**src/rtl/activeListPkg.sv**
```systemverilog
// ==========================================================
// Shared sizes and types of the active list (reorder buffer)
// EntryNum must stay within what IndexPath can address
// RenameWidth and CommitWidth must fit in LaneCountPath
// ==========================================================
`default_nettype none

package activeListPkg;

    // Sizes
    localparam int EntryNum = 16;
    localparam int RenameWidth = 2;
    localparam int CommitWidth = 2;
    localparam int IssueWidth = 2;
    localparam int PcWidth = 32;
    localparam int RegNumWidth = 5;

    // Dispatch clears and writeback sets the finished bits
    localparam int StateWriteNum = RenameWidth + IssueWidth;

    typedef logic [3:0] IndexPath;
    typedef logic [4:0] CountPath;
    typedef logic [1:0] LaneCountPath;
    typedef logic [PcWidth-1:0] PcPath;

    typedef enum logic [2:0] {
        notFinished,
        success,
        refetchThis,
        refetchNext,
        trap
    } ExecState;

    typedef enum logic [1:0] {
        refetchThisPc,
        refetchNextPc,
        refetchBranchTarget
    } RefetchType;

    // Payload written at dispatch
    typedef struct packed {
        PcPath pc;
        logic [RegNumWidth-1:0] dstReg;
        logic isBranch;
        logic isStore;
        logic writesReg;
    } ActiveListEntry;

    // One execution writeback lane
    typedef struct packed {
        logic valid;
        IndexPath ptr;
        ExecState state;
        PcPath pc;
        logic isBranch;
    } ExecWrite;

    typedef struct packed {
        logic valid;
        IndexPath ptr;
        PcPath pc;
        ExecState state;
    } RecoveryReg;

    // Towards the recovery manager
    typedef struct packed {
        logic detectedInRwStage;
        RefetchType refetchType;
        PcPath recoveredPcRw;
        PcPath recoveredPcCommit;
        logic flushAllInsns;
    } RecoveryInfo;

endpackage

`default_nettype wire

```
**src/rtl/multiPortRam.sv**
```systemverilog
// ==========================================================
// Distributed RAM with EntryNum words, no reset
// Writes land on the clock edge, reads are combinational
// On an address conflict the higher write port wins
// ==========================================================
`timescale 1ns/10ps
`default_nettype none

module multiPortRam #(
    parameter int EntryWidth = 1,
    parameter int WriteNum = 1,
    parameter int ReadNum = 1
) (
    input  logic clk,
    input  logic [WriteNum-1:0] we,
    input  activeListPkg::IndexPath [WriteNum-1:0] wa,
    input  logic [WriteNum-1:0][EntryWidth-1:0] wv,
    input  activeListPkg::IndexPath [ReadNum-1:0] ra,
    output logic [ReadNum-1:0][EntryWidth-1:0] rv
);
    import activeListPkg::*;

    logic [EntryWidth-1:0] mem [EntryNum];

    // Later ports overwrite earlier ones in loop order
    always_ff @(posedge clk) begin
        for (int i = 0; i < WriteNum; i++) begin
            if (we[i]) begin
                mem[wa[i]] <= wv[i];
            end
        end
    end

    always_comb begin
        for (int i = 0; i < ReadNum; i++) begin
            rv[i] = mem[ra[i]];
        end
    end

endmodule

`default_nettype wire

```
**src/rtl/queuePointer.sv**
```systemverilog
// ==========================================================
// Head, tail and occupancy of the circular active list
// The caller must not pop more entries than are valid,
// and must not pop head and tail in the same cycle
// ==========================================================
`timescale 1ns/10ps
`default_nettype none

module queuePointer (
    input  logic clk,
    input  logic rst,
    input  logic [activeListPkg::RenameWidth-1:0] pushTail,
    input  activeListPkg::LaneCountPath popHeadNum,
    input  activeListPkg::LaneCountPath popTailNum,
    output activeListPkg::IndexPath headPtr,
    output activeListPkg::IndexPath tailPtr,
    output activeListPkg::IndexPath [activeListPkg::CommitWidth-1:0] headPtrList,
    output activeListPkg::IndexPath [activeListPkg::CommitWidth-1:0] readPtrList,
    output activeListPkg::IndexPath [activeListPkg::RenameWidth-1:0] pushedTailPtr,
    output activeListPkg::IndexPath detectedFlushRangeTailPtr,
    output activeListPkg::CountPath count,
    output logic allocatable,
    output logic activeListEmpty
);
    import activeListPkg::*;

    LaneCountPath pushNum;

    // Offset stays within one lap in either direction
    function automatic IndexPath wrapAdd(input IndexPath base, input int offset);
        int sum;
        sum = int'(base) + offset;
        if (sum >= EntryNum) begin
            sum = sum - EntryNum;
        end
        else if (sum < 0) begin
            sum = sum + EntryNum;
        end
        return IndexPath'(sum);
    endfunction

    always_comb begin
        // Set lanes take consecutive slots in lane order
        pushNum = '0;
        for (int i = 0; i < RenameWidth; i++) begin
            pushedTailPtr[i] = wrapAdd(tailPtr, int'(pushNum));
            pushNum = pushNum + LaneCountPath'(pushTail[i]);
        end

        for (int i = 0; i < CommitWidth; i++) begin
            headPtrList[i] = wrapAdd(headPtr, i);
        end

        // Tail pop reads youngest first
        for (int i = 0; i < CommitWidth; i++) begin
            if (popTailNum != '0) begin
                readPtrList[i] = wrapAdd(tailPtr, -1 - i);
            end
            else begin
                readPtrList[i] = headPtrList[i];
            end
        end

        detectedFlushRangeTailPtr = wrapAdd(tailPtr, int'(pushNum));
        allocatable = count <= CountPath'(EntryNum - RenameWidth);
        activeListEmpty = count == '0;
    end

    always_ff @(posedge clk) begin
        if (rst) begin
            headPtr <= '0;
            tailPtr <= '0;
            count <= '0;
        end
        else begin
            headPtr <= wrapAdd(headPtr, int'(popHeadNum));
            tailPtr <= wrapAdd(tailPtr, int'(pushNum) - int'(popTailNum));
            count <= count + CountPath'(pushNum) - CountPath'(popHeadNum)
                - CountPath'(popTailNum);
        end
    end

endmodule

`default_nettype wire

```
**src/rtl/execStateTable.sv**
```systemverilog
// ==========================================================
// One finished bit per entry, cleared at dispatch and set
// at writeback; fault states live only in the recovery register
// Head lanes past the valid count read stale bits
// ==========================================================
`timescale 1ns/10ps
`default_nettype none

module execStateTable (
    input  logic clk,
    input  logic rst,
    input  logic [activeListPkg::RenameWidth-1:0] pushTail,
    input  activeListPkg::IndexPath [activeListPkg::RenameWidth-1:0] pushedTailPtr,
    input  activeListPkg::ExecWrite [activeListPkg::IssueWidth-1:0] execWrite,
    input  activeListPkg::IndexPath [activeListPkg::CommitWidth-1:0] headPtrList,
    input  activeListPkg::RecoveryReg recoveryReg,
    output activeListPkg::ExecState [activeListPkg::CommitWidth-1:0] headExecState
);
    import activeListPkg::*;

    logic [StateWriteNum-1:0] esWe;
    IndexPath [StateWriteNum-1:0] esWa;
    logic [StateWriteNum-1:0] esWv;
    logic [CommitWidth-1:0] esRv;

    // Dispatch ports first so writeback wins on the same slot
    always_comb begin
        for (int i = 0; i < RenameWidth; i++) begin
            esWe[i] = pushTail[i] && !rst;
            esWa[i] = pushedTailPtr[i];
            esWv[i] = 1'b0;
        end
        for (int i = 0; i < IssueWidth; i++) begin
            esWe[RenameWidth + i] = execWrite[i].valid && !rst;
            esWa[RenameWidth + i] = execWrite[i].ptr;
            esWv[RenameWidth + i] = execWrite[i].state != notFinished;
        end
    end

    multiPortRam #(
        .EntryWidth(1),
        .WriteNum(StateWriteNum),
        .ReadNum(CommitWidth)
    ) finishedBits (
        .clk(clk),
        .we(esWe),
        .wa(esWa),
        .wv(esWv),
        .ra(headPtrList),
        .rv(esRv)
    );

    // Recorded fault overrides the plain finished bit
    always_comb begin
        for (int i = 0; i < CommitWidth; i++) begin
            if (recoveryReg.valid && headPtrList[i] == recoveryReg.ptr) begin
                headExecState[i] = recoveryReg.state;
            end
            else if (esRv[i]) begin
                headExecState[i] = success;
            end
            else begin
                headExecState[i] = notFinished;
            end
        end
    end

endmodule

`default_nettype wire

```
**src/rtl/recoveryTracker.sv**
```systemverilog
// ==========================================================
// Keeps the oldest faulting op seen at writeback
// Refetch faults start recovery at once unless blocked;
// traps wait in the register until commit
// The flush count is registered on toRecoveryPhase
// ==========================================================
`timescale 1ns/10ps
`default_nettype none

module recoveryTracker (
    input  logic clk,
    input  logic rst,
    input  activeListPkg::ExecWrite [activeListPkg::IssueWidth-1:0] execWrite,
    input  activeListPkg::IndexPath headPtr,
    input  activeListPkg::CountPath count,
    input  logic toRecoveryPhase,
    input  logic unableToStartRecovery,
    input  activeListPkg::IndexPath flushRangeHeadPtr,
    input  activeListPkg::IndexPath flushRangeTailPtr,
    output activeListPkg::RecoveryReg recoveryReg,
    output activeListPkg::RecoveryInfo recovery,
    output activeListPkg::CountPath recoveryEntryNum,
    output activeListPkg::IndexPath exceptionOpPtr
);
    import activeListPkg::*;

    RecoveryReg nextRecoveryReg;
    IndexPath oldestAge;
    IndexPath writeAge [IssueWidth];
    logic exceptionDetected;
    logic startAtCommit;
    RefetchType refetchType;
    CountPath nextEntryNum;
    logic flushAll;

    // Age is the distance from the head, smaller is older
    always_comb begin
        nextRecoveryReg = recoveryReg;
        oldestAge = recoveryReg.ptr - headPtr;
        exceptionDetected = 1'b0;
        startAtCommit = 1'b0;
        refetchType = refetchThisPc;

        for (int i = 0; i < IssueWidth; i++) begin
            writeAge[i] = execWrite[i].ptr - headPtr;
            if (execWrite[i].valid && !(execWrite[i].state inside {notFinished, success})) begin
                if (!nextRecoveryReg.valid || writeAge[i] < oldestAge) begin
                    oldestAge = writeAge[i];
                    nextRecoveryReg.valid = 1'b1;
                    nextRecoveryReg.ptr = execWrite[i].ptr;
                    nextRecoveryReg.pc = execWrite[i].pc;
                    nextRecoveryReg.state = execWrite[i].state;
                    exceptionDetected = execWrite[i].state inside {refetchThis, refetchNext};
                    startAtCommit = !exceptionDetected;
                    if (execWrite[i].state == refetchNext) begin
                        refetchType = execWrite[i].isBranch ? refetchBranchTarget
                                                            : refetchNextPc;
                    end
                    else begin
                        refetchType = refetchThisPc;
                    end
                end
            end
        end

        // Recovery already handled, so commit must not see the fault again
        if (exceptionDetected && !unableToStartRecovery) begin
            nextRecoveryReg.state = success;
        end
    end

    // Equal pointers mean empty or full, count tells them apart
    always_comb begin
        flushAll = 1'b0;
        if (flushRangeHeadPtr == flushRangeTailPtr && count == CountPath'(EntryNum)) begin
            nextEntryNum = CountPath'(EntryNum);
            flushAll = 1'b1;
        end
        else if (flushRangeTailPtr >= flushRangeHeadPtr) begin
            nextEntryNum = CountPath'(flushRangeTailPtr) - CountPath'(flushRangeHeadPtr);
        end
        else begin
            nextEntryNum = CountPath'(EntryNum) + CountPath'(flushRangeTailPtr)
                - CountPath'(flushRangeHeadPtr);
        end
    end

    // Kept across toRecoveryPhase if a new fault arrives or a trap is pending
    always_ff @(posedge clk) begin
        if (rst || (toRecoveryPhase && !exceptionDetected && !startAtCommit)) begin
            recoveryReg <= '0;
        end
        else begin
            recoveryReg <= nextRecoveryReg;
        end
    end

    always_ff @(posedge clk) begin
        if (rst) begin
            recoveryEntryNum <= '0;
        end
        else if (toRecoveryPhase) begin
            recoveryEntryNum <= nextEntryNum;
        end
    end

    always_comb begin
        recovery.detectedInRwStage = exceptionDetected && !unableToStartRecovery;
        recovery.refetchType = refetchType;
        recovery.recoveredPcRw = nextRecoveryReg.pc;
        recovery.recoveredPcCommit = recoveryReg.pc;
        recovery.flushAllInsns = flushAll;
        exceptionOpPtr = nextRecoveryReg.ptr;
    end

endmodule

`default_nettype wire

```
**src/rtl/activeList.sv**
```systemverilog
// ==========================================================
// Active list of an out-of-order core, 16-entry circular FIFO
// No handshake: push only while allocatable is high, pop
// at most the valid entries, never head and tail together
// ==========================================================
`timescale 1ns/10ps
`default_nettype none

module activeList (
    input  logic clk,
    input  logic rst,
    // Dispatch
    input  logic [activeListPkg::RenameWidth-1:0] pushTail,
    input  activeListPkg::ActiveListEntry [activeListPkg::RenameWidth-1:0] pushedTailData,
    output activeListPkg::IndexPath [activeListPkg::RenameWidth-1:0] pushedTailPtr,
    output activeListPkg::IndexPath detectedFlushRangeTailPtr,
    output logic allocatable,
    // Commit and tail pop
    input  activeListPkg::LaneCountPath popHeadNum,
    input  activeListPkg::LaneCountPath popTailNum,
    output activeListPkg::ActiveListEntry [activeListPkg::CommitWidth-1:0] readData,
    output activeListPkg::ExecState [activeListPkg::CommitWidth-1:0] headExecState,
    output activeListPkg::CountPath validEntryNum,
    output logic activeListEmpty,
    // Writeback
    input  activeListPkg::ExecWrite [activeListPkg::IssueWidth-1:0] execWrite,
    // Recovery manager
    input  logic toRecoveryPhase,
    input  logic unableToStartRecovery,
    input  activeListPkg::IndexPath flushRangeHeadPtr,
    input  activeListPkg::IndexPath flushRangeTailPtr,
    output activeListPkg::RecoveryInfo recovery,
    output activeListPkg::CountPath recoveryEntryNum,
    output activeListPkg::IndexPath exceptionOpPtr
);
    import activeListPkg::*;

    IndexPath headPtr;
    IndexPath [CommitWidth-1:0] headPtrList;
    IndexPath [CommitWidth-1:0] readPtrList;
    RecoveryReg recoveryReg;

    queuePointer pointer (
        .clk(clk),
        .rst(rst),
        .pushTail(pushTail),
        .popHeadNum(popHeadNum),
        .popTailNum(popTailNum),
        .headPtr(headPtr),
        .tailPtr(),
        .headPtrList(headPtrList),
        .readPtrList(readPtrList),
        .pushedTailPtr(pushedTailPtr),
        .detectedFlushRangeTailPtr(detectedFlushRangeTailPtr),
        .count(validEntryNum),
        .allocatable(allocatable),
        .activeListEmpty(activeListEmpty)
    );

    // Payload, read at the head or at the tail during a tail pop
    multiPortRam #(
        .EntryWidth($bits(ActiveListEntry)),
        .WriteNum(RenameWidth),
        .ReadNum(CommitWidth)
    ) payload (
        .clk(clk),
        .we(pushTail),
        .wa(pushedTailPtr),
        .wv(pushedTailData),
        .ra(readPtrList),
        .rv(readData)
    );

    execStateTable stateTable (
        .clk(clk),
        .rst(rst),
        .pushTail(pushTail),
        .pushedTailPtr(pushedTailPtr),
        .execWrite(execWrite),
        .headPtrList(headPtrList),
        .recoveryReg(recoveryReg),
        .headExecState(headExecState)
    );

    recoveryTracker tracker (
        .clk(clk),
        .rst(rst),
        .execWrite(execWrite),
        .headPtr(headPtr),
        .count(validEntryNum),
        .toRecoveryPhase(toRecoveryPhase),
        .unableToStartRecovery(unableToStartRecovery),
        .flushRangeHeadPtr(flushRangeHeadPtr),
        .flushRangeTailPtr(flushRangeTailPtr),
        .recoveryReg(recoveryReg),
        .recovery(recovery),
        .recoveryEntryNum(recoveryEntryNum),
        .exceptionOpPtr(exceptionOpPtr)
    );

endmodule

`default_nettype wire

```
**config.mk**
```make
export PLATFORM = sky130hd
export DESIGN_NAME = activeList
export DESIGN_NICKNAME = d
export VERILOG_FILES = /design/src/rtl/activeListPkg.sv /design/src/rtl/multiPortRam.sv /design/src/rtl/queuePointer.sv /design/src/rtl/execStateTable.sv /design/src/rtl/recoveryTracker.sv /design/src/rtl/activeList.sv
export SDC_FILE = /design/constraint.sdc
export NUM_CORES = 2
export LEC_CHECK = 0
export BUFFER_PORTS_ARGS = -buffer_cell sky130_fd_sc_hd__buf_2
export CAP_MARGIN = 10
export CORE_AREA = 5 5 338 340
export DETAILED_ROUTE_END_ITERATION = 7
export DIE_AREA = 0 0 343 345
export SKIP_CTS_REPAIR_TIMING = 1
export SYNTH_ARGS = -nofsm -noshare
export SYNTH_HDL_FRONTEND = slang
export SYNTH_SLANG_ARGS = --single-unit
```
**constraint.sdc**
```tcl
create_clock -name clk -period 5.95 [get_ports clk]
set_clock_uncertainty 0.1 [all_clocks]
set_input_delay 0.595 -clock clk [delete_from_list [all_inputs] [get_ports clk]]
set_output_delay 0.595 -clock clk [all_outputs]
set_load 0.02 [all_outputs]
```
==> impl_metrics.json <==
{
  "status": "complete, no violations",
  "crit_path_top_delay_cell": "dfxtp_2",
  "vias": 34577,
  "portBuffers": 361,
  "drtIter0Drc": 3372,
  "cap_violations": 0,
  "antenna_found_initial": 32,
  "reg2reg_depth": 22,
  "grt_use_met3_pct": 3.85,
  "synthSimpleGateAreaFrac_pct": 7.95,
  "grt_max_degree": 161,
  "period_needed_ns": 5.68,
  "cts_tree": "done",
  "worstPathRequired_ns": 5.26,
  "syn_inst": 4015,
  "leakage_nw": 20.5,
  "synth_xor_area_share_pct": 0.606,
  "insertion_delay_ns": 0.68,
  "finalHoldViolations": 0,
  "p_total_mw": 24.9,
  "drc": 0,
  "start_util_pct": 41.6,
  "grt_usage_pct": 26.2,
  "min_from": "execWrite[73]",
  "ios": 362,
  "r2r_end": "tracker.recovery[31]$_SDFF_PP0_",
  "gp_congestion": 0.936,
  "r2r_slack_ns": 0.84,
  "viasPerCell": 6.07,
  "ant_nets": 0,
  "syn_area_um2": 46200,
  "muxShareOfSynthArea_pct": 29.2,
  "grtUsageMet1_pct": 35.6,
  "postLayoutCellArea_um2": 52200,
  "crit_family": "compound AO/OA/AOI/OAI gates",
  "clk_pin_slew_worst_paths_ns": 0.06,
  "r2r-start": "pointer.headPtr[1]$_SDFF_PP0_",
  "numCtsBuffers": 87,
  "synth_compound_area_share_pct": 9.40,
  "finish.net_count": 4348,
  "path_buf_inv": 6,
  "gr-max-usage-layer": "met2",
  "irDropWorstVdd_mv": 0.511,
  "clockBufferDepth": 3,
  "min_to": "tracker.recovery[32]$_SDFF_PP0_",
  "worstSetupPathType": "reg -> out",
  "endpoint_kind": "primary output",
  "rows": 123,
  "ys_seq_area_share_pct": 45.1,
  "syn2layout_area_growth_pct": 12.8,
  "clock-sinks": 714,
  "setup_viol": 0,
  "timing.fmax_ghz": 0.176,
  "htree_levels": 3,
  "die_width_um": 343,
  "wl_per_cell_um": 28.4,
  "path_cells": "clkinvlp_4 -> ha_4 -> a21o_1 -> a21oi_1 -> xnor2_1 -> ha_1 -> o211ai_1 -> o211ai_1 -> buf_4 -> and2_1 -> nand2_1 -> o21ai_0 -> ha_1 -> o211a_1 -> o32ai_2 -> inv_1 -> a31oi_4 -> buf_12 -> buf_16 -> a21o_1 -> nand2_1 -> buf_2",
  "synth_edf_count": 656,
  "core_um2": 111000,
  "wl_um": 162000,
  "drive_above_1_share_pct": 31.5,
  "power_density_nw_per_um2": 477,
  "use_met2_pct": 42.7,
  "synth_fa_ha_area_share_pct": 1.76,
  "firstDrtPassIters": 5,
  "slew_headroom_pct": 14.4,
  "syn_avg_cell_area_um2": 11.5,
  "die_area_um2": 118000,
  "synth-async-reset-ratio_pct": 0,
  "synth_nets": 4253,
  "yosysWarnings": 0,
  "fill_cells": 10191,
  "overflow": 0,
  "layout_commonest_cell": "edfxtp_1",
  "placed_area_um2": 49000,
  "min-delay-path-class": "in -> reg",
  "slew_violations": 0,
  "arrival_ns": 4.99,
  "grt_pass1_wl_um": 233000,
  "worst_pin_slew_ns": 1.28,
  "post-dp-hpwl_um": 96300,
  "cts_root_buffer": "clkbuf_16",
  "hold_depth": 3,
  "synth_top_family_by_area": "multiplexers",
  "grt_pass1_vias": 33520,
  "final_cell_mix": "edfxtp_1 (656), mux2_2 (646), mux2i_1 (600), nand2_1 (501), buf_2 (361)",
  "fp.dieH_um": 345,
  "timing.final.crit_share_pct": 95.5,
  "ys_types": 59,
  "synthFlopType": "edfxtp_1",
  "cpPeakStageDelay_ns": 0.35,
  "startpoint_type": "register",
  "worstPathMaxFanout": 21,
  "ys_ff_latch": 714
}
## Yosys cell counts, types with 42 or more instances
cell type,instances,area share [%]
a21o_1,42,0.68
a311oi_1,81,1.5
and3_1,163,2.2
inv_1,43,0.35
mux2i_1,601,13
clkbuf_1,177,1.4
buf_4,101,1.6
nor2_1,56,0.45
buf_2,142,1.5
mux2_2,646,16
a211oi_1,204,3.3
nand2_1,510,4.1
ha_1,46,1.2
a31oi_1,82,1.1
dfxtp_1,58,2.5
edfxtp_1,656,43
a21oi_1,137,1.5
## kinds of logic (layout without fill, tap and decap cells)
| kind of cell | after synthesis | after routing |
|---|---|---|
| compound gates | 629 | 629 |
| xor+xnor | 32 | 32 |
| fa+ha+maj | 58 | 58 |
| buf+inv | 511 | 675 |
| flops | 714 | 714 |
| mux | 1257 | 1257 |
| other cells | 0 | 20 |
| simple gates | 814 | 814 |
## layout make-up
type	count	area (µm²)	share of cell area [%]
clock buffer	105	2350	4.50
inverter	43	165	0.317
antenna	20	50.0	0.0960
timing repair buffer	474	3200	6.13
tap	1500	1880	3.60
multi-input combinational	2790	23100	44.3
sequential	714	20900	40.0
clock inverter	53	551	1.06
## how the worst max path moves through the flow
stage / startpoint / to / slack [ns] / cells after the start
3_3_place_gp: execWrite[36] / exceptionOpPtr[0] / 0.53 / 21
2_1_floorplan: pointer.headPtr[1]$_SDFF_PP0_ / recovery[66] / 0.61 / 24
5_1_grt: pointer.headPtr[1]$_SDFF_PP0_ / exceptionOpPtr[2] / -0.03 / 21
4_1_cts: pointer.headPtr[1]$_SDFF_PP0_ / exceptionOpPtr[0] / -0.13 / 20
3_5_place_dp: execWrite[36] / exceptionOpPtr[0] / 0.47 / 20
6_report: pointer.headPtr[1]$_SDFF_PP0_ / recovery[53] / 0.27 / 22
## worst min-delay path, delay by kind of cell
| family | cells | cell delay [ns] |
|---|---|---|
| AOI/OAI and AO/OA | 1 | 0.06 |
| buffers and inverters | 1 | 0.09 |
| and+or+nand+nor | 1 | 0.06 |
## registers in the layout (all words and copies together), names as in the netlist
| name | flops |
|---|---|
| tracker.recoveryEntryNum | 5 |
| payload.mem | 640 |
| pointer.headPtr | 4 |
| pointer.tailPtr | 4 |
| stateTable.finishedBits.mem | 16 |
| tracker.recoveryReg | 8 |
| tracker.recovery | 32 |
| pointer.count | 5 |
## power by group
part,internal (mW),switching [mW],leakage [nW]
Combinational,4.35,8.35,12.6
Clock,3.21,2.26,1.42
Sequential,6.38,0.334,6.44
Total,13.9,10.9,20.5
## per-layer routing
layer	routed length [µm]	share of wire, %
met2	76300	47
met5	46	0.028
met4	5620	3.5
met1	69000	43
met3	11000	6.8
## stage by stage
step                utilization (%)  std cells  setup WS [ns]  hold WS [ns]  setup TNS (ns)
floorplan                         -       4015          0.608         0.422               0
detailed placement             44.1       5512          0.473         0.360               0
global placement               44.1       5511          0.530         0.353               0
finish                         46.9       5699          0.268        0.0931               0
global route                   46.9       5691        -0.0301        0.0854          -0.274
CTS                            46.7       5670         -0.126        0.0446           -2.78
(Power assumes the default switching activity.)
